File: config.mk
export PLATFORM = sky130hd
export DESIGN_NAME = scr1_timer_flat
export DESIGN_NICKNAME = d
export VERILOG_FILES = /design/src/hdl/scr1_mem_pkg.sv /design/src/hdl/scr1_dmem_if.sv /design/src/hdl/scr1_timer.sv /design/src/flat_wrapper.sv
export SDC_FILE = /design/constraint.sdc
export NUM_CORES = 1
export LEC_CHECK = 0
export CAP_MARGIN = 40
export CORE_MARGIN = 2
export CORE_UTILIZATION = 60
export CTS_BUF_LIST = sky130_fd_sc_hd__clkbuf_4 sky130_fd_sc_hd__clkbuf_8 sky130_fd_sc_hd__clkbuf_16
export CTS_CLUSTER_SIZE = 20
export DETAILED_ROUTE_END_ITERATION = 10
export DONT_BUFFER_PORTS = 1
export PLACE_DENSITY = 0.86
export SLEW_MARGIN = 20
export SYNTH_ARGS = -nofsm -noshare
export SYNTH_HDL_FRONTEND = slang
export SYNTH_SLANG_ARGS = --single-unit
File: constraint.sdc
create_clock -name clk -period 2.57 [get_ports clk]
set_input_delay 0.257 -clock clk [delete_from_list [all_inputs] [get_ports clk]]
set_output_delay 0.257 -clock clk [all_outputs]
set_load 0.02 [all_outputs]
File: src/hdl/scr1_mem_pkg.sv
// Data-side memory cluster definitions
// Bus widths, address map, timer register offsets and bus encodings
package scr1_mem_pkg;

    // ------------------------------------------------------------
    // Widths and address map
    // ------------------------------------------------------------
    localparam int unsigned SCR1_XLEN            = 32;
    localparam int unsigned SCR1_BE_WIDTH        = SCR1_XLEN / 8;     // Byte lanes per word

    localparam logic [SCR1_XLEN-1:0] SCR1_TCM_ADDR_MASK      = 32'hFFFFFC00;
    localparam logic [SCR1_XLEN-1:0] SCR1_TCM_ADDR_PATTERN   = 32'h00480000;
    localparam int unsigned          SCR1_TCM_WORDS          = 256;
    localparam int unsigned          SCR1_TCM_IDX_WIDTH      = $clog2(SCR1_TCM_WORDS);

    localparam logic [SCR1_XLEN-1:0] SCR1_TIMER_ADDR_MASK    = 32'hFFFFFFE0;
    localparam logic [SCR1_XLEN-1:0] SCR1_TIMER_ADDR_PATTERN = 32'h00490000;

    // Timer register byte offsets inside its 32-byte window
    localparam int unsigned SCR1_TIMER_OFFS_WIDTH = 5;
    localparam logic [SCR1_TIMER_OFFS_WIDTH-1:0] SCR1_TIMER_OFFS_CONTROL    = 5'h00;
    localparam logic [SCR1_TIMER_OFFS_WIDTH-1:0] SCR1_TIMER_OFFS_DIVIDER    = 5'h04;
    localparam logic [SCR1_TIMER_OFFS_WIDTH-1:0] SCR1_TIMER_OFFS_MTIMELO    = 5'h08;
    localparam logic [SCR1_TIMER_OFFS_WIDTH-1:0] SCR1_TIMER_OFFS_MTIMEHI    = 5'h0C;
    localparam logic [SCR1_TIMER_OFFS_WIDTH-1:0] SCR1_TIMER_OFFS_MTIMECMPLO = 5'h10;
    localparam logic [SCR1_TIMER_OFFS_WIDTH-1:0] SCR1_TIMER_OFFS_MTIMECMPHI = 5'h14;

    localparam int unsigned SCR1_TIMER_DIV_WIDTH  = 10;

    // ------------------------------------------------------------
    // Bus encodings
    // ------------------------------------------------------------
    typedef enum logic {
        SCR1_MEM_CMD_RD     = 1'b0,
        SCR1_MEM_CMD_WR     = 1'b1
    } type_scr1_mem_cmd_e;

    typedef enum logic [1:0] {
        SCR1_MEM_WIDTH_BYTE  = 2'b00,
        SCR1_MEM_WIDTH_HWORD = 2'b01,
        SCR1_MEM_WIDTH_WORD  = 2'b10
    } type_scr1_mem_width_e;

    typedef enum logic [1:0] {
        SCR1_MEM_RESP_NOTRDY = 2'b00,
        SCR1_MEM_RESP_RDY_OK = 2'b01,
        SCR1_MEM_RESP_RDY_ER = 2'b10
    } type_scr1_mem_resp_e;

    typedef enum logic [1:0] {
        SCR1_DMEM_TARGET_NONE  = 2'b00,      // Unmapped, answered by the router
        SCR1_DMEM_TARGET_TCM   = 2'b01,
        SCR1_DMEM_TARGET_TIMER = 2'b10
    } type_scr1_dmem_target_e;

endpackage : scr1_mem_pkg

File: src/hdl/scr1_dmem_if.sv
`timescale 1ns/10ps
// Data-memory channel between the router and one target
// Request fields come from the master, ack and response from the slave
interface scr1_dmem_if;
    import scr1_mem_pkg::*;

    logic                       req;
    type_scr1_mem_cmd_e         cmd;
    type_scr1_mem_width_e       width;
    logic [SCR1_XLEN-1:0]       addr;
    logic [SCR1_XLEN-1:0]       wdata;     // Sub-word data on its addressed lanes
    logic                       req_ack;
    logic [SCR1_XLEN-1:0]       rdata;
    type_scr1_mem_resp_e        resp;      // NOTRDY except in the response cycle

    modport master (
        output req, cmd, width, addr, wdata,
        input  req_ack, rdata, resp
    );

    modport slave (
        input  req, cmd, width, addr, wdata,
        output req_ack, rdata, resp
    );

endinterface : scr1_dmem_if

File: src/hdl/scr1_timer.sv
`timescale 1ns/10ps
// Memory-mapped machine timer
// Divided clk tick drives a 64-bit mtime; interrupt when mtime >= mtimecmp
// Word-only register access, anything else is answered with RDY_ER
module scr1_timer (
    input  logic            clk,
    input  logic            core_rst_n_local,
    scr1_dmem_if.slave      dmem_if,
    output logic [63:0]     timer_val_o,
    output logic            timer_irq_o
);
    import scr1_mem_pkg::*;

    logic                               ctrl_en;
    logic [SCR1_TIMER_DIV_WIDTH-1:0]    divider;
    logic [SCR1_TIMER_DIV_WIDTH-1:0]    div_cnt;
    logic [63:0]                        mtime;
    logic [63:0]                        mtimecmp;
    logic                               irq_q;
    logic                               tick;

    logic [SCR1_TIMER_OFFS_WIDTH-1:0]   offs;
    logic                               req_accept;
    logic                               reg_hit;
    logic                               reg_ok;
    logic                               wr_en;
    logic [SCR1_XLEN-1:0]               reg_rdata;
    logic [SCR1_XLEN-1:0]               rdata_q;
    type_scr1_mem_resp_e                resp_q;

    // ------------------------------------------------------------
    // Register access
    // ------------------------------------------------------------
    assign dmem_if.req_ack = 1'b1;
    assign req_accept      = dmem_if.req & dmem_if.req_ack;
    assign offs            = dmem_if.addr[SCR1_TIMER_OFFS_WIDTH-1:0];

    always_comb begin
        reg_hit   = 1'b1;
        reg_rdata = '0;
        case (offs)
            SCR1_TIMER_OFFS_CONTROL:    reg_rdata = {31'd0, ctrl_en};
            SCR1_TIMER_OFFS_DIVIDER:    reg_rdata = {{(SCR1_XLEN-SCR1_TIMER_DIV_WIDTH){1'b0}}, divider};
            SCR1_TIMER_OFFS_MTIMELO:    reg_rdata = mtime[31:0];
            SCR1_TIMER_OFFS_MTIMEHI:    reg_rdata = mtime[63:32];
            SCR1_TIMER_OFFS_MTIMECMPLO: reg_rdata = mtimecmp[31:0];
            SCR1_TIMER_OFFS_MTIMECMPHI: reg_rdata = mtimecmp[63:32];
            default:                    reg_hit   = 1'b0;
        endcase
    end

    assign reg_ok = reg_hit & (dmem_if.width == SCR1_MEM_WIDTH_WORD);
    assign wr_en  = req_accept & reg_ok & (dmem_if.cmd == SCR1_MEM_CMD_WR);

    always_ff @(posedge clk) begin
        if (req_accept) begin
            rdata_q <= reg_rdata;            // Sampled at acceptance
        end
    end

    always_ff @(posedge clk) begin
        if (~core_rst_n_local) begin
            resp_q <= SCR1_MEM_RESP_NOTRDY;
        end else if (req_accept) begin
            resp_q <= reg_ok ? SCR1_MEM_RESP_RDY_OK : SCR1_MEM_RESP_RDY_ER;
        end else begin
            resp_q <= SCR1_MEM_RESP_NOTRDY;
        end
    end

    assign dmem_if.rdata = rdata_q;
    assign dmem_if.resp  = resp_q;

    // ------------------------------------------------------------
    // Control, divider and counter
    // ------------------------------------------------------------
    always_ff @(posedge clk) begin
        if (~core_rst_n_local) begin
            ctrl_en  <= 1'b1;
            divider  <= '0;
            mtimecmp <= '1;
        end else if (wr_en) begin
            case (offs)
                SCR1_TIMER_OFFS_CONTROL:    ctrl_en         <= dmem_if.wdata[0];
                SCR1_TIMER_OFFS_DIVIDER:    divider         <= dmem_if.wdata[SCR1_TIMER_DIV_WIDTH-1:0];
                SCR1_TIMER_OFFS_MTIMECMPLO: mtimecmp[31:0]  <= dmem_if.wdata;
                SCR1_TIMER_OFFS_MTIMECMPHI: mtimecmp[63:32] <= dmem_if.wdata;
                default: ;                  // mtime halves handled below
            endcase
        end
    end

    assign tick = ctrl_en & (div_cnt == divider);

    // Prescaler restarts on enable off or a new divider
    always_ff @(posedge clk) begin
        if (~core_rst_n_local) begin
            div_cnt <= '0;
        end else if (~ctrl_en | tick | (wr_en & (offs == SCR1_TIMER_OFFS_DIVIDER))) begin
            div_cnt <= '0;
        end else begin
            div_cnt <= div_cnt + 1'b1;
        end
    end

    always_ff @(posedge clk) begin
        if (~core_rst_n_local) begin
            mtime <= '0;
        end else if (wr_en & (offs == SCR1_TIMER_OFFS_MTIMELO)) begin
            mtime[31:0]  <= dmem_if.wdata;   // Write wins over the tick
        end else if (wr_en & (offs == SCR1_TIMER_OFFS_MTIMEHI)) begin
            mtime[63:32] <= dmem_if.wdata;
        end else if (tick) begin
            mtime <= mtime + 64'd1;
        end
    end

    // One cycle behind the compare
    always_ff @(posedge clk) begin
        if (~core_rst_n_local) begin
            irq_q <= 1'b0;
        end else begin
            irq_q <= (mtime >= mtimecmp);
        end
    end

    assign timer_val_o = mtime;
    assign timer_irq_o = irq_q;

    a_timer_word_only : assert property (@(posedge clk) disable iff (~core_rst_n_local)
        (resp_q == SCR1_MEM_RESP_RDY_OK) |-> ($past(dmem_if.width) == SCR1_MEM_WIDTH_WORD));

endmodule : scr1_timer

File: src/flat_wrapper.sv
// flat-port wrapper written by rule: the top's interface ports become plain ports
module scr1_timer_flat import scr1_mem_pkg::*;
  (clk, core_rst_n_local, timer_val_o, timer_irq_o, dmem_if_req, dmem_if_cmd, dmem_if_width, dmem_if_addr, dmem_if_wdata, dmem_if_req_ack, dmem_if_rdata, dmem_if_resp);
  scr1_dmem_if dmem_if_i ();
  input  logic clk;
  input  logic core_rst_n_local;
  output logic [63:0] timer_val_o;
  output logic timer_irq_o;
  input wire logic [$bits(dmem_if_i.req)-1:0] dmem_if_req;
  input wire logic [$bits(dmem_if_i.cmd)-1:0] dmem_if_cmd;
  input wire logic [$bits(dmem_if_i.width)-1:0] dmem_if_width;
  input wire logic [$bits(dmem_if_i.addr)-1:0] dmem_if_addr;
  input wire logic [$bits(dmem_if_i.wdata)-1:0] dmem_if_wdata;
  output wire logic [$bits(dmem_if_i.req_ack)-1:0] dmem_if_req_ack;
  output wire logic [$bits(dmem_if_i.rdata)-1:0] dmem_if_rdata;
  output wire logic [$bits(dmem_if_i.resp)-1:0] dmem_if_resp;
  assign dmem_if_i.req = dmem_if_req;
  assign dmem_if_i.cmd = dmem_if_cmd;
  assign dmem_if_i.width = dmem_if_width;
  assign dmem_if_i.addr = dmem_if_addr;
  assign dmem_if_i.wdata = dmem_if_wdata;
  assign dmem_if_req_ack = dmem_if_i.req_ack;
  assign dmem_if_rdata = dmem_if_i.rdata;
  assign dmem_if_resp = dmem_if_i.resp;
  scr1_timer u_core (.clk(clk), .core_rst_n_local(core_rst_n_local), .dmem_if(dmem_if_i), .timer_val_o(timer_val_o), .timer_irq_o(timer_irq_o));
endmodule
==> out/metrics.yaml <==
outcome: "complete, but fails checks"
violations: "negative hold slack"
tightest_slew_ns: 0.518
synthesized_netlist_net_count: 1383
remaining_global_route_overflow: 0
design.portCount: 170
drt_pre_antenna_iters: 7
worst_setup_path_start_kind: "flop"
timing.final.setup_violations: 0
postCtsSetupBuffers: 0
yosys.area_share.xor_xnor_pct: 2.21
placedInstanceArea_sq_um: 11500
compound_gate_portion_of_the_synthesized_area_pct: 21.0
synthesis.area_sq_um: 10700
timing.final.crit_period_ns: 2.49
synthSimpleGateAreaFrac_pct: 21.8
yosysWarnings: 0
first_pass_grt_wire_length_microns: 54900
drv_slew: 0
peakVddDrop_v: 0.000524
gp_congestion: 0.914
cts_made_buffers: 17
timing.critical_path.arrival_ns: 2.79
timing_worst_setup_path_type: "reg -> reg"
antennaDiodeCount: 0
mostFrequentLayoutCells: "dfxtp_1 (152), nand2_1 (147), buf_4 (99), inv_1 (78), nor2_1 (78)"
timing.hold.ws_ns: -0.00318
design.die.area_sq_um: 18900
grt_setup_unrepaired: "no"
filler_cell_count: 1198
total_leakage_power_nw: 5.38
syn-instance-count: 1247
tritoncts: "done"
final_min_period_over_clock_period_pct: 96.8
postLayoutCellArea_sq_um: 12500
vias: 10900
worst_slew_margin_rel_pct: 65.1
ant_nets: 0
dp_hpwl_microns: 23400
groute.usage.overall_pct: 37.3
ctsHtreeMaxLevel: 4
worstSetupEndpointType: "flop"
design.final.nets: 1460
drc: 0
cts.sink_count: 184
drv.max_cap_violation_count: 0
synth-main-ff-cell: "dfxtp_1"
drive_gt1_share_pct: 12.0
worstHoldPathType: "in -> reg"
ys_seq_elements: 184
final.setup.tns_ns: 0
grt_max_degree: 94
finalClockSkew_ns: 0.0120
most_common_cell_after_layout_fill_and_taps_aside: "dfxtp_1"
cts-root-to-sink-buffers: 2
netlist-cell-type-count: 71
vias_in_the_first_global_route: 10300
clk-insertion-delay-late_ns: 0.45
die_w_microns: 138
drtIter0Drc: 1509
floorplan.die.height_microns: 138
initial_core_util_pct: 61.7
critPathRequiredTime_ns: 2.88
place_inst: 1488
power_density_over_the_cells_nw_per_um2: 475
synthMuxAreaShare_pct: 3.85
detail_route.wl_per_cell_microns: 22.9
clk_root_buffer_cell: "clkbuf_16"
postSynth.asyncResetShare_pct: 0
flow.area_growth_from_synthesis_pct: 16.8
routed_via_density: 7.00
synthesis.area_per_instance_sq_um: 8.59
floorplan.core_area_sq_um: 17400
worst-path-max-fanout: 5
synth-edff-count: 32
dominant_combinational_cell_family_by_area_after_synthesis: "simple AND/OR/NAND/NOR gates"
synth_adder_area_share_pct: 7.71
final_hold_viol_count: 1
num_rows: 48
path_clk_slew_ns: 0.07
port-buffer-count: 0
max_freq_mhz: 402
post_layout_nonfiller_instances: 1562
finalWirelength_microns: 35800
number_of_antenna_violations_at_the_first_check_in_global_routing: 0
synth_seq_area_share_pct: 37.4
## where the power goes
part | switching, mW | total, mW | leakage (nW) | internal [mW]
sequential | 0.0458 | 3.01 | 1.56 | 2.96
combinational | 0.168 | 0.277 | 3.53 | 0.110
clock | 1.21 | 2.67 | 0.283 | 1.45
## critical path: stages (launching register included)
cell and delay (ns):
dfxtp_1 0.43, inv_1 0.12, ha_1 0.30, nor2b_1 0.12
o21ai_0 0.22, a41oi_1 0.33, o211ai_1 0.25, a2111oi_1 0.47
nor3_1 0.11
## synthesized netlist by cell type, types with 5 or more instances
cell | instances | area, sq um
nor4b_1 | 8 | 70.1
a21o_1 | 5 | 37.5
o21ai_0 | 43 | 215
inv_1 | 78 | 293
o211ai_1 | 74 | 556
mux2i_1 | 39 | 390
a31oi_1 | 10 | 62.6
a21oi_1 | 55 | 275
xor2_1 | 19 | 166
xnor2_1 | 8 | 70.1
o22ai_1 | 6 | 37.5
a221o_1 | 33 | 330
dfxtp_1 | 152 | 3040
nor3_1 | 15 | 75.1
buf_2 | 9 | 45.0
a311o_1 | 6 | 60.1
a311oi_1 | 10 | 87.6
nand4_1 | 40 | 250
edfxtp_1 | 32 | 961
a211oi_1 | 13 | 97.6
nor4_1 | 17 | 106
ha_1 | 66 | 826
buf_1 | 5 | 18.8
nor2_1 | 80 | 300
and3_1 | 12 | 75.1
nand2_1 | 147 | 552
and2_1 | 12 | 75.1
o31ai_1 | 12 | 90.1
clkbuf_1 | 69 | 259
and4_1 | 18 | 158
nand3_1 | 62 | 310
or4_1 | 12 | 90.1
or3_1 | 9 | 56.3
o221a_2 | 6 | 67.6
## final timing paths
path                                             from               endpoint  slack [ns]  cells after the start
worst max-delay path            u_core.timer_val_o[0]     u_core.timer_irq_o        0.08                      8
worst min-delay path                 dmem_if_wdata[7]  u_core.timer_val_o[7]      -0.003                      2
worst max register to register  u_core.timer_val_o[0]     u_core.timer_irq_o        0.08                      8
worst min register to register      u_core.divider[6]      u_core.divider[6]        0.49                      2
## metrics by stage
stage / setup WS (ns) / power (mW) / utilization (%)
6_report: 0.0834 / 5.95 / 72.1
5_1_grt: 0.0735 / 6.04 / 72.1
4_1_cts: 0.0565 / 5.92 / 72.0
3_5_place_dp: 0.0733 / 3.22 / 66.1
3_3_place_gp: 0.170 / 3.22 / 66.1
2_1_floorplan: 0.293 / 3.21 / -
## logic make-up (layout without fill, tap and decap cells)
kind of cell	after synthesis	after routing
adder cells (fa/ha/maj)	66	66
flip-flops	184	184
other	1	1
XOR/XNOR	27	27
multiplexers	41	41
buffers and inverters	165	255
AO/OA/AOI/OAI	311	311
AND/OR/NAND/NOR	452	452
## sequential cells by signal, summed over array words and instances (netlist names)
signal and count:
u_core.ctrl_en 1, u_core.div_cnt 10, u_core.divider 10, u_core.dmem_if.rdata 32, u_core.dmem_if.resp 2, u_core.mtimecmp 64
u_core.timer_irq_o 1, u_core.timer_val_o 64
## repair_timing
item                                   in CTS  in global routing
gates resized for setup                     0                  2
endpoints found under the hold margin     145                  2
hold buffers                               40                  2
setup endpoints to repair                   0                  1
## metal layers
layer  wire length [microns]  GRT usage [%]
met5                       0              0
met4                    1560           19.9
met3                    4380           8.87
met2                   16500           59.7
met1                   13400           46.6
## cell type report
| cell class | instances | area (sq um) | share of cell area (%) |
|---|---|---|---|
| clock inverter | 14 | 146 | 1.17 |
| clock buffer | 18 | 433 | 3.46 |
| multi-input combinational | 898 | 6100 | 48.8 |
| timing repair buffer | 144 | 1250 | 10.0 |
| sequential | 184 | 4000 | 32.0 |
| inverter | 79 | 297 | 2.37 |
| tap | 225 | 282 | 2.25 |
No activity file was read; power rests on OpenSTA's default activity.
