## config.mk

```make
export PLATFORM = sky130hd
export DESIGN_NAME = scr1_dmem_router_flat
export DESIGN_NICKNAME = d
export VERILOG_FILES = /design/src/hdl/scr1_mem_pkg.sv /design/src/hdl/scr1_dmem_if.sv /design/src/hdl/scr1_dmem_router.sv /design/src/flat_wrapper.sv
export SDC_FILE = /design/constraint.sdc
export NUM_CORES = 1
export LEC_CHECK = 0
export ABC_AREA = 1
export BUFFER_PORTS_ARGS = -buffer_cell sky130_fd_sc_hd__buf_2
export CAP_MARGIN = 20
export CORE_AREA = 3 3 120 122
export CTS_CLUSTER_DIAMETER = 200
export DETAILED_ROUTE_END_ITERATION = 12
export DIE_AREA = 0 0 123 125
export GPL_ROUTABILITY_DRIVEN = 0
export GPL_TIMING_DRIVEN = 0
export SYNTH_ARGS = -nofsm -noshare
export SYNTH_HDL_FRONTEND = slang
export SYNTH_SLANG_ARGS = --single-unit
export TNS_END_PERCENT = 30
```

## constraint.sdc

```tcl
create_clock -name clk -period 2.9 [get_ports clk]
set_input_delay 0.87 -clock clk [delete_from_list [all_inputs] [get_ports clk]]
set_output_delay 0.87 -clock clk [all_outputs]
set_load 0.05 [all_outputs]
```

## src/hdl/scr1_mem_pkg.sv

```systemverilog
// Data-side memory cluster definitions
// Bus widths, address map, timer register offsets and bus encodings
package scr1_mem_pkg;

    // ------------------------------------------------------------
    // Widths and address map
    // ------------------------------------------------------------
    localparam int unsigned SCR1_XLEN            = 32;
    localparam int unsigned SCR1_BE_WIDTH        = SCR1_XLEN / 8;     // Byte lanes per word

    localparam logic [SCR1_XLEN-1:0] SCR1_TCM_ADDR_MASK      = 32'hFFFFFC00;
    localparam logic [SCR1_XLEN-1:0] SCR1_TCM_ADDR_PATTERN   = 32'h00480000;
    localparam int unsigned          SCR1_TCM_WORDS          = 256;
    localparam int unsigned          SCR1_TCM_IDX_WIDTH      = $clog2(SCR1_TCM_WORDS);

    localparam logic [SCR1_XLEN-1:0] SCR1_TIMER_ADDR_MASK    = 32'hFFFFFFE0;
    localparam logic [SCR1_XLEN-1:0] SCR1_TIMER_ADDR_PATTERN = 32'h00490000;

    // Timer register byte offsets inside its 32-byte window
    localparam int unsigned SCR1_TIMER_OFFS_WIDTH = 5;
    localparam logic [SCR1_TIMER_OFFS_WIDTH-1:0] SCR1_TIMER_OFFS_CONTROL    = 5'h00;
    localparam logic [SCR1_TIMER_OFFS_WIDTH-1:0] SCR1_TIMER_OFFS_DIVIDER    = 5'h04;
    localparam logic [SCR1_TIMER_OFFS_WIDTH-1:0] SCR1_TIMER_OFFS_MTIMELO    = 5'h08;
    localparam logic [SCR1_TIMER_OFFS_WIDTH-1:0] SCR1_TIMER_OFFS_MTIMEHI    = 5'h0C;
    localparam logic [SCR1_TIMER_OFFS_WIDTH-1:0] SCR1_TIMER_OFFS_MTIMECMPLO = 5'h10;
    localparam logic [SCR1_TIMER_OFFS_WIDTH-1:0] SCR1_TIMER_OFFS_MTIMECMPHI = 5'h14;

    localparam int unsigned SCR1_TIMER_DIV_WIDTH  = 10;

    // ------------------------------------------------------------
    // Bus encodings
    // ------------------------------------------------------------
    typedef enum logic {
        SCR1_MEM_CMD_RD     = 1'b0,
        SCR1_MEM_CMD_WR     = 1'b1
    } type_scr1_mem_cmd_e;

    typedef enum logic [1:0] {
        SCR1_MEM_WIDTH_BYTE  = 2'b00,
        SCR1_MEM_WIDTH_HWORD = 2'b01,
        SCR1_MEM_WIDTH_WORD  = 2'b10
    } type_scr1_mem_width_e;

    typedef enum logic [1:0] {
        SCR1_MEM_RESP_NOTRDY = 2'b00,
        SCR1_MEM_RESP_RDY_OK = 2'b01,
        SCR1_MEM_RESP_RDY_ER = 2'b10
    } type_scr1_mem_resp_e;

    typedef enum logic [1:0] {
        SCR1_DMEM_TARGET_NONE  = 2'b00,      // Unmapped, answered by the router
        SCR1_DMEM_TARGET_TCM   = 2'b01,
        SCR1_DMEM_TARGET_TIMER = 2'b10
    } type_scr1_dmem_target_e;

endpackage : scr1_mem_pkg

```

## src/hdl/scr1_dmem_if.sv

```systemverilog
`timescale 1ns/10ps
// Data-memory channel between the router and one target
// Request fields come from the master, ack and response from the slave
interface scr1_dmem_if;
    import scr1_mem_pkg::*;

    logic                       req;
    type_scr1_mem_cmd_e         cmd;
    type_scr1_mem_width_e       width;
    logic [SCR1_XLEN-1:0]       addr;
    logic [SCR1_XLEN-1:0]       wdata;     // Sub-word data on its addressed lanes
    logic                       req_ack;
    logic [SCR1_XLEN-1:0]       rdata;
    type_scr1_mem_resp_e        resp;      // NOTRDY except in the response cycle

    modport master (
        output req, cmd, width, addr, wdata,
        input  req_ack, rdata, resp
    );

    modport slave (
        input  req, cmd, width, addr, wdata,
        output req_ack, rdata, resp
    );

endinterface : scr1_dmem_if

```

## src/hdl/scr1_dmem_router.sv

```systemverilog
`timescale 1ns/10ps
// Data-memory router
// Decodes each request to the TCM or the timer and returns the response
// of the target accepted in the previous cycle; unmapped space gets RDY_ER
module scr1_dmem_router (
    input  logic                                clk,
    input  logic                                core_rst_n_local,

    // Core side
    input  logic                                dmem_req_i,
    input  scr1_mem_pkg::type_scr1_mem_cmd_e    dmem_cmd_i,
    input  scr1_mem_pkg::type_scr1_mem_width_e  dmem_width_i,
    input  logic [scr1_mem_pkg::SCR1_XLEN-1:0]  dmem_addr_i,
    input  logic [scr1_mem_pkg::SCR1_XLEN-1:0]  dmem_wdata_i,
    output logic                                dmem_req_ack_o,
    output logic [scr1_mem_pkg::SCR1_XLEN-1:0]  dmem_rdata_o,
    output scr1_mem_pkg::type_scr1_mem_resp_e   dmem_resp_o,

    // Targets
    scr1_dmem_if.master                         tcm_if,
    scr1_dmem_if.master                         timer_if
);
    import scr1_mem_pkg::*;

    type_scr1_dmem_target_e     req_target;     // Decoded from the current address
    type_scr1_dmem_target_e     resp_target;    // Target of the request in flight
    logic                       resp_pending;
    logic                       req_accept;

    // ------------------------------------------------------------
    // Request side
    // ------------------------------------------------------------
    always_comb begin
        if ((dmem_addr_i & SCR1_TCM_ADDR_MASK) == SCR1_TCM_ADDR_PATTERN) begin
            req_target = SCR1_DMEM_TARGET_TCM;
        end else if ((dmem_addr_i & SCR1_TIMER_ADDR_MASK) == SCR1_TIMER_ADDR_PATTERN) begin
            req_target = SCR1_DMEM_TARGET_TIMER;
        end else begin
            req_target = SCR1_DMEM_TARGET_NONE;
        end
    end

    assign tcm_if.req     = dmem_req_i & (req_target == SCR1_DMEM_TARGET_TCM);
    assign tcm_if.cmd     = dmem_cmd_i;
    assign tcm_if.width   = dmem_width_i;
    assign tcm_if.addr    = dmem_addr_i;
    assign tcm_if.wdata   = dmem_wdata_i;

    assign timer_if.req   = dmem_req_i & (req_target == SCR1_DMEM_TARGET_TIMER);
    assign timer_if.cmd   = dmem_cmd_i;
    assign timer_if.width = dmem_width_i;
    assign timer_if.addr  = dmem_addr_i;
    assign timer_if.wdata = dmem_wdata_i;

    always_comb begin
        case (req_target)
            SCR1_DMEM_TARGET_TCM:   dmem_req_ack_o = tcm_if.req_ack;
            SCR1_DMEM_TARGET_TIMER: dmem_req_ack_o = timer_if.req_ack;
            default:                dmem_req_ack_o = 1'b1;   // Error path never stalls
        endcase
    end

    assign req_accept = dmem_req_i & dmem_req_ack_o;

    // Remember who owes the next response
    always_ff @(posedge clk) begin
        if (~core_rst_n_local) begin
            resp_pending <= 1'b0;
            resp_target  <= SCR1_DMEM_TARGET_NONE;
        end else begin
            resp_pending <= req_accept;
            if (req_accept) begin
                resp_target <= req_target;
            end
        end
    end

    // ------------------------------------------------------------
    // Return path
    // ------------------------------------------------------------
    always_comb begin
        dmem_resp_o  = SCR1_MEM_RESP_NOTRDY;
        dmem_rdata_o = '0;
        if (resp_pending) begin
            case (resp_target)
                SCR1_DMEM_TARGET_TCM: begin
                    dmem_resp_o  = tcm_if.resp;
                    dmem_rdata_o = tcm_if.rdata;
                end
                SCR1_DMEM_TARGET_TIMER: begin
                    dmem_resp_o  = timer_if.resp;
                    dmem_rdata_o = timer_if.rdata;
                end
                default: dmem_resp_o = SCR1_MEM_RESP_RDY_ER;
            endcase
        end
    end

    // A target only answers the cycle after it accepted a request
    a_tcm_resp_order : assert property (@(posedge clk) disable iff (~core_rst_n_local)
        (tcm_if.resp != SCR1_MEM_RESP_NOTRDY) |-> $past(tcm_if.req & tcm_if.req_ack));

    a_timer_resp_order : assert property (@(posedge clk) disable iff (~core_rst_n_local)
        (timer_if.resp != SCR1_MEM_RESP_NOTRDY) |-> $past(timer_if.req & timer_if.req_ack));

endmodule : scr1_dmem_router

```

## src/flat_wrapper.sv

```systemverilog
// flat-port wrapper written by rule: the top's interface ports become plain ports
module scr1_dmem_router_flat import scr1_mem_pkg::*;
  (clk, core_rst_n_local, dmem_req_i, dmem_cmd_i, dmem_width_i, dmem_addr_i, dmem_wdata_i, dmem_req_ack_o, dmem_rdata_o, dmem_resp_o, tcm_if_req, tcm_if_cmd, tcm_if_width, tcm_if_addr, tcm_if_wdata, tcm_if_req_ack, tcm_if_rdata, tcm_if_resp, timer_if_req, timer_if_cmd, timer_if_width, timer_if_addr, timer_if_wdata, timer_if_req_ack, timer_if_rdata, timer_if_resp);
  scr1_dmem_if tcm_if_i ();
  scr1_dmem_if timer_if_i ();
  input  logic clk;
  input  logic core_rst_n_local;
  input  logic dmem_req_i;
  input  scr1_mem_pkg::type_scr1_mem_cmd_e dmem_cmd_i;
  input  scr1_mem_pkg::type_scr1_mem_width_e dmem_width_i;
  input  logic [scr1_mem_pkg::SCR1_XLEN-1:0] dmem_addr_i;
  input  logic [scr1_mem_pkg::SCR1_XLEN-1:0] dmem_wdata_i;
  output logic dmem_req_ack_o;
  output logic [scr1_mem_pkg::SCR1_XLEN-1:0] dmem_rdata_o;
  output scr1_mem_pkg::type_scr1_mem_resp_e dmem_resp_o;
  output wire logic [$bits(tcm_if_i.req)-1:0] tcm_if_req;
  output wire logic [$bits(tcm_if_i.cmd)-1:0] tcm_if_cmd;
  output wire logic [$bits(tcm_if_i.width)-1:0] tcm_if_width;
  output wire logic [$bits(tcm_if_i.addr)-1:0] tcm_if_addr;
  output wire logic [$bits(tcm_if_i.wdata)-1:0] tcm_if_wdata;
  input wire logic [$bits(tcm_if_i.req_ack)-1:0] tcm_if_req_ack;
  input wire logic [$bits(tcm_if_i.rdata)-1:0] tcm_if_rdata;
  input wire logic [$bits(tcm_if_i.resp)-1:0] tcm_if_resp;
  output wire logic [$bits(timer_if_i.req)-1:0] timer_if_req;
  output wire logic [$bits(timer_if_i.cmd)-1:0] timer_if_cmd;
  output wire logic [$bits(timer_if_i.width)-1:0] timer_if_width;
  output wire logic [$bits(timer_if_i.addr)-1:0] timer_if_addr;
  output wire logic [$bits(timer_if_i.wdata)-1:0] timer_if_wdata;
  input wire logic [$bits(timer_if_i.req_ack)-1:0] timer_if_req_ack;
  input wire logic [$bits(timer_if_i.rdata)-1:0] timer_if_rdata;
  input wire logic [$bits(timer_if_i.resp)-1:0] timer_if_resp;
  assign tcm_if_req = tcm_if_i.req;
  assign tcm_if_cmd = tcm_if_i.cmd;
  assign tcm_if_width = tcm_if_i.width;
  assign tcm_if_addr = tcm_if_i.addr;
  assign tcm_if_wdata = tcm_if_i.wdata;
  assign tcm_if_i.req_ack = tcm_if_req_ack;
  assign tcm_if_i.rdata = tcm_if_rdata;
  assign tcm_if_i.resp = tcm_if_resp;
  assign timer_if_req = timer_if_i.req;
  assign timer_if_cmd = timer_if_i.cmd;
  assign timer_if_width = timer_if_i.width;
  assign timer_if_addr = timer_if_i.addr;
  assign timer_if_wdata = timer_if_i.wdata;
  assign timer_if_i.req_ack = timer_if_req_ack;
  assign timer_if_i.rdata = timer_if_rdata;
  assign timer_if_i.resp = timer_if_resp;
  scr1_dmem_router u_core (.clk(clk), .core_rst_n_local(core_rst_n_local), .dmem_req_i(dmem_req_i), .dmem_cmd_i(dmem_cmd_i), .dmem_width_i(dmem_width_i), .dmem_addr_i(dmem_addr_i), .dmem_wdata_i(dmem_wdata_i), .dmem_req_ack_o(dmem_req_ack_o), .dmem_rdata_o(dmem_rdata_o), .dmem_resp_o(dmem_resp_o), .tcm_if(tcm_if_i), .timer_if(timer_if_i));
endmodule
```

==> qor.yml, run 1 <==
outcome:
  status: "finished, final reports clean"
routing:
  first_iter_violations: 74
  drc: 0
  ant_nets: 0
  vias_per_cell: 3.50
  drtPass1Iterations: 4
  routedWlPerCell_um: 11.2
  num_vias: 2781
  drt_wl_total_mm: 8.93
worst_setup_path:
  end_kind: "primary output"
  r2r-start: "u_core.resp_target[1]"
  cp.arrival_ns: 1.95
  path_max_fanout: 4
  critPathKind: "input port to primary output"
  cp-start-kind: "input port"
  reg2regPathDepth: 4
  timing.rr.end: "u_core.resp_target[1]"
  cp.required_ns: 2.03
  reg2reg_slack_ns: 2.24
final_layout:
  nNetsFinal: 762
  diodes: 0
  final_cells: 795
  layout-drive-gt1-share_pct: 70.4
  syn2layout_area_growth_pct: 91.3
  finish.utilization_pct: 28.4
clocking:
  clk_path_buf_depth: 2
  ctsRootBufferMaster: "clkbuf_16"
  cts.clk_slew.worst_paths_ns: 0.03
  htree_levels: 1
  clock_sinks: 3
  numCtsBuffers: 3
  clock_latency_ns: 0.22
  ctsHoldBuffers: 0
  cts_tree: "yes"
sta:
  clock-skew-final_ns: 0
  hold_viol: 0
  fmax_mhz: 354
  min_period_ns: 2.82
  setup_ws_ns: 0.0781
  timing.final.crit_share_pct: 97.3
  rsz0062_at_grt: "yes"
  finalSetupViolCount: 0
  worst_pin_slew_ns: 0.359
  max-slew-margin-rel_pct: 76.1
  maxSlewViolCount: 0
synthesis:
  syn_avg_cell_area_um2: 5.76
  synth_seq_cells: 3
  syn-num-nets: 484
  yosysSeqAreaShare_pct: 3.05
  ys_async_sr_fraction_pct: 0
  synth-edff-count: 0
  yosys_most_used_dff: "dfxtp_1"
  syn-cell-area_um2: 1970
  synth_top_area_share_pct: 51.0
  synth_warnings: 0
  synth_cells: 342
  synth_common_cells: "134 x buf_4, 87 x nand2_1, 33 x a21oi_1"
  yosysMostFrequentCell: "buf_4"
  ys_types: 21
  synth.largest_area_cell: "buf_4"
  ys_top_cells_by_area: "buf_4 51%, nand2_1 17%, a21oi_1 8.4%"
power:
  ir_drop_uv: 111
  p_leak_nw: 2.21
  power_frac_seq_pct: 4.5
  p_sw_share_pct: 51.8
  internal_power_uw: 464
  p_clk_share_pct: 22.6
  fin_total_pwr_uw: 964
  p_comb_share_pct: 72.9
  switchingPower_uw: 500
  power_density_nw_per_um2: 256
global_routing:
  grtUsageTotal_pct: 9.98
  grt-ovfl-total: 0
  grt_pass1_wl_mm: 12.7
  grt_pass1_vias: 2496
  antenna_found_initial: 0
  grt_max_degree: 11
min_path:
  worstHoldPathCells: 4
  hold_class: "register to register"
  hold_path_end: "u_core.resp_target[0]"
  min_from: "u_core.resp_target[0]"
job:
  cap_violations: 0
placement:
  hpwlAfterDp_mm: 7.99
  dp_slack_ns: -0.0667
  numPlacedInstances: 788
  io_buffers: 270
floorplan:
  rows: 42
  core_area_um2: 13300
  die_w_um: 123
  start_util_pct: 14.8
  die-area_um2: 15400
  pin_count: 311
  die_h_um: 125
-- what timing repair did --
| action | in CTS | in global routing |
|---|---|---|
| setup buffers | 3 | 0 |
| setup endpoints to repair | 3 | 33 |
| pin swaps | 8 | 4 |
| gates resized for setup | 26 | 22 |
-- worst max-delay path, stage by stage --
cell	delay, ns
buf_2	0.12
nor2_1	0.10
nand2_1	0.10
nor3_4	0.25
nand3_2	0.16
o21ai_2	0.14
inv_1	0.06
buf_6	0.15
-- power by group through the flow --
stage          combinational (mW)  sequential, mW  clock [mW]
4_1_cts                     0.705          0.0431       0.224
3_5_place_dp                0.692          0.0436           0
6_report                    0.703          0.0431       0.218
5_1_grt                     0.737          0.0430       0.228
2_1_floorplan               0.522          0.0431           0
3_3_place_gp                0.690          0.0436           0
-- per-layer routing --
layer	track usage, %	up-vias	routed length, um	share of wire (%)
met3	1.04	0	715	8.0
met4	0.586	0	0	0
met1	12.8	1192	3460	39
li1	-	1467	-	-
met2	18.6	122	4750	53
met5	0	-	0	0
-- flip-flops by register name, summed over array words and instances, names as in the netlist --
signal / flops
u_core.resp_pending: 1
u_core.resp_target: 2
-- layout by cell type, fill, tap and decap left out, types with 4 or more instances in the layout --
master    count
a21oi_1      33
buf_2       257
buf_4       140
buf_6         6
clkbuf_2      4
clkbuf_4      8
inv_1        26
inv_2         4
nand2_1      87
nand4_1       5
nor2_1       19
-- area by class of cell --
class | instances | area [um^2]
Tap cell | 176 | 220
Fill cell | 1478 | 9530
Buffer | 145 | 1060
Timing Repair Buffer | 273 | 1460
Sequential cell | 3 | 60.1
Inverter | 30 | 113
Multi-Input combinational cell | 164 | 779
Clock buffer | 4 | 78.8
-- cell families (layout without fill, tap and decap cells) --
kind of cell,Yosys count,after routing,share of synthesized area [%]
buffers and inverters,175,452,59.2
and+or+nand+nor,125,125,26.9
AOI/OAI and AO/OA,37,37,9.65
DFF,3,3,3.05
adders and majority gates,2,2,1.27
-- stage by stage --
| stage | setup TNS (ns) | area, um^2 | hold slack, ns |
|---|---|---|---|
| final | 0 | 3770 | 0.579 |
| after global routing | -0.0378 | 3770 | 0.631 |
| after CTS | -0.00968 | 3730 | 0.584 |
| after detailed placement | -0.176 | 3540 | 0.578 |
| after global placement | -0.175 | 3540 | 0.574 |
| after floorplan | -0.0248 | 1970 | 0.522 |
-- how the worst max path moves through the flow --
| stage | start | to | slack (ns) | cells past startpoint |
|---|---|---|---|---|
| 6_report | dmem_addr_i[12] | dmem_req_ack_o | 0.08 | 8 |
| 5_1_grt | dmem_addr_i[12] | dmem_req_ack_o | -0.02 | 8 |
| 4_1_cts | dmem_addr_i[21] | dmem_req_ack_o | -0.01 | 8 |
| 3_5_place_dp | dmem_addr_i[18] | dmem_req_ack_o | -0.07 | 8 |
| 3_3_place_gp | dmem_addr_i[18] | dmem_req_ack_o | -0.08 | 8 |
| 2_1_floorplan | dmem_addr_i[18] | timer_if_req | -0.02 | 5 |
(Power assumes the default switching activity.)
==> run 2, diff against run 1 <==
==> constraint.sdc (replaced) <==
create_clock -name clk -period 2.6 [get_ports clk]
set_input_delay 0.78 -clock clk [delete_from_list [all_inputs] [get_ports clk]]
set_output_delay 0.78 -clock clk [all_outputs]
set_load 0.05 [all_outputs]
==> qor.yml, run 2 (same netlist as run 1, synthesis figures left out) <==
outcome:
  status: "complete, but fails checks"
  violations: "setup timing"
min_path:
  min_from: "u_core.resp_target[0]"
  hold_path_end: "u_core.resp_target[0]"
  worstHoldPathCells: 4
  hold_class: "register to register"
job:
  cap_violations: 0
floorplan:
  die-area_um2: 15400
  die_w_um: 123
  pin_count: 311
  core_area_um2: 13300
  die_h_um: 125
  start_util_pct: 14.8
  rows: 42
power:
  ir_drop_uv: 128
  p_sw_share_pct: 51.6
  p_leak_nw: 2.24
  p_comb_share_pct: 73.2
  internal_power_uw: 527
  p_clk_share_pct: 22.4
  power_density_nw_per_um2: 280
  power_frac_seq_pct: 4.4
  fin_total_pwr_mw: 1.09
  switchingPower_uw: 561
final_layout:
  mostFrequentLayoutCell: "buf_2"
  diodes: 0
  multi_input_area_um2: 805
  layout_common_cells: "249 x buf_2, 155 x buf_4, 84 x nand2_1, 33 x a21oi_1, 24 x inv_1"
  syn2layout_area_growth_pct: 96.9
  layout-drive-gt1-share_pct: 72.2
  fillers: 1473
  reg_top3: "u_core.resp_target: 2 flops, u_core.resp_pending: 1 flops"
  nNetsFinal: 766
  top_register: "u_core.resp_target"
  final_cells: 799
  ff_latch_area_um2: 61.3
  final_area_um2: 3880
  largest_reg_flops: 2
sta:
  max-slew-margin-rel_pct: 82.6
  worst_pin_slew_ns: 0.263
  finalSetupViolCount: 2
  hold_slack_ns: 0.554
  min_period_ns: 2.63
  rsz0062_at_grt: "yes"
  fmax_mhz: 380
  hold_viol: 0
  maxSlewViolCount: 0
  clock-skew-final_ns: 0
  setup_ws_ns: -0.0295
  timing.final.crit_share_pct: 101
worst_setup_path:
  cp-start-kind: "input port"
  r2r-start: "u_core.resp_target[1]"
  cp.arrival_ns: 1.85
  path_cells: "buf_2, nor2_2, nand4_1, nor3_4, nand3_2, o21ai_2, inv_1, buf_6"
  reg2reg_slack_ns: 1.95
  path_max_fanout: 4
  cpMaxStageDelayCell: "nor3_4"
  cp.required_ns: 1.82
  critPathKind: "input port to primary output"
  reg2regPathDepth: 4
  timing.rr.end: "u_core.resp_target[1]"
  end_kind: "primary output"
  critPathMaxStageDelay_ns: 0.21
clocking:
  ctsRootBufferMaster: "clkbuf_16"
  clock_latency_ns: 0.22
  clk_path_buf_depth: 2
  clock_sinks: 3
  numCtsBuffers: 3
  htree_levels: 1
  cts.clk_slew.worst_paths_ns: 0.03
  cts_tree: "yes"
global_routing:
  met2_usage_pct: 18.8
  grt_max_degree: 11
  grtUsageTotal_pct: 10.0
  grt-ovfl-total: 0
  grt_pass1_vias: 2502
  busiest_layer: "met2"
  grt_use_met1_pct: 12.8
  antenna_found_initial: 0
  grtUsageMet3_pct: 1.04
  grt_pass1_wl_mm: 12.8
routing:
  vias_per_cell: 3.50
  ant_nets: 0
  drc: 0
  num_vias: 2795
  drt_wl_total_mm: 9.00
  first_iter_violations: 79
  routedWlPerCell_um: 11.3
  drtPass1Iterations: 4
placement:
  io_buffers: 270
  hpwlAfterDp_mm: 7.99
  numPlacedInstances: 788
  place_area_um2: 3540
  dp_slack_ns: -0.187
==> run 2: worst max path at each step <==
stage	start	to	slack, ns
2_1_floorplan	dmem_addr_i[18]	timer_if_req	-0.14
3_3_place_gp	dmem_addr_i[18]	dmem_req_ack_o	-0.20
3_5_place_dp	dmem_addr_i[18]	dmem_req_ack_o	-0.19
4_1_cts	dmem_addr_i[21]	dmem_req_ack_o	-0.13
5_1_grt	dmem_addr_i[21]	dmem_req_ack_o	-0.13
6_report	dmem_addr_i[15]	dmem_req_ack_o	-0.03
==> run 2: routing by layer <==
metal  part of all wire [%]  vias up
li1                       -     1474
met1                     38     1198
met2                     54      123
met3                    7.8        0
met4                      0        0
met5                      0        -
==> run 2: per-stage QoR <==
stage	utilization, %	setup TNS [ns]
after floorplan	-	-0.145
after global placement	26.7	-0.535
after CTS	28.3	-0.282
after detailed placement	26.7	-0.536
final	29.2	-0.0464
after global routing	29.2	-0.290
==> run 2: power groups by stage <==
stage	clock [mW]	combinational, mW	sequential, mW
final	0.243	0.797	0.0482
after global routing	0.254	0.835	0.0481
after CTS	0.250	0.786	0.0482
after detailed placement	0	0.772	0.0487
after global placement	0	0.770	0.0486
after floorplan	0	0.582	0.0481
==> run 2: area by class of cell <==
type,count,area share (%)
plain buffers,144,27.5
clock buffers,4,2.03
inverters,30,3.03
multi-input cells,164,20.7
flip-flops and latches,3,1.58
well taps,176,5.68
repair buffers,278,39.4
==> run 2: what timing repair did <==
item / 4_1_cts / 5_1_grt
pin swaps: 8 / 8
hold endpoints to repair: 0 / 0
endpoints found under the setup margin: 33 / 34
hold buffers: 0 / 0
gates cloned: 0 / 0
gates resized for setup: 42 / 35
setup buffers: 3 / 5
==> run 2: worst max-delay path: cells and delay by family <==
family          cells  cell delay [ns]
simple gates        4             0.60
buf+inv             3             0.34
compound gates      1             0.14
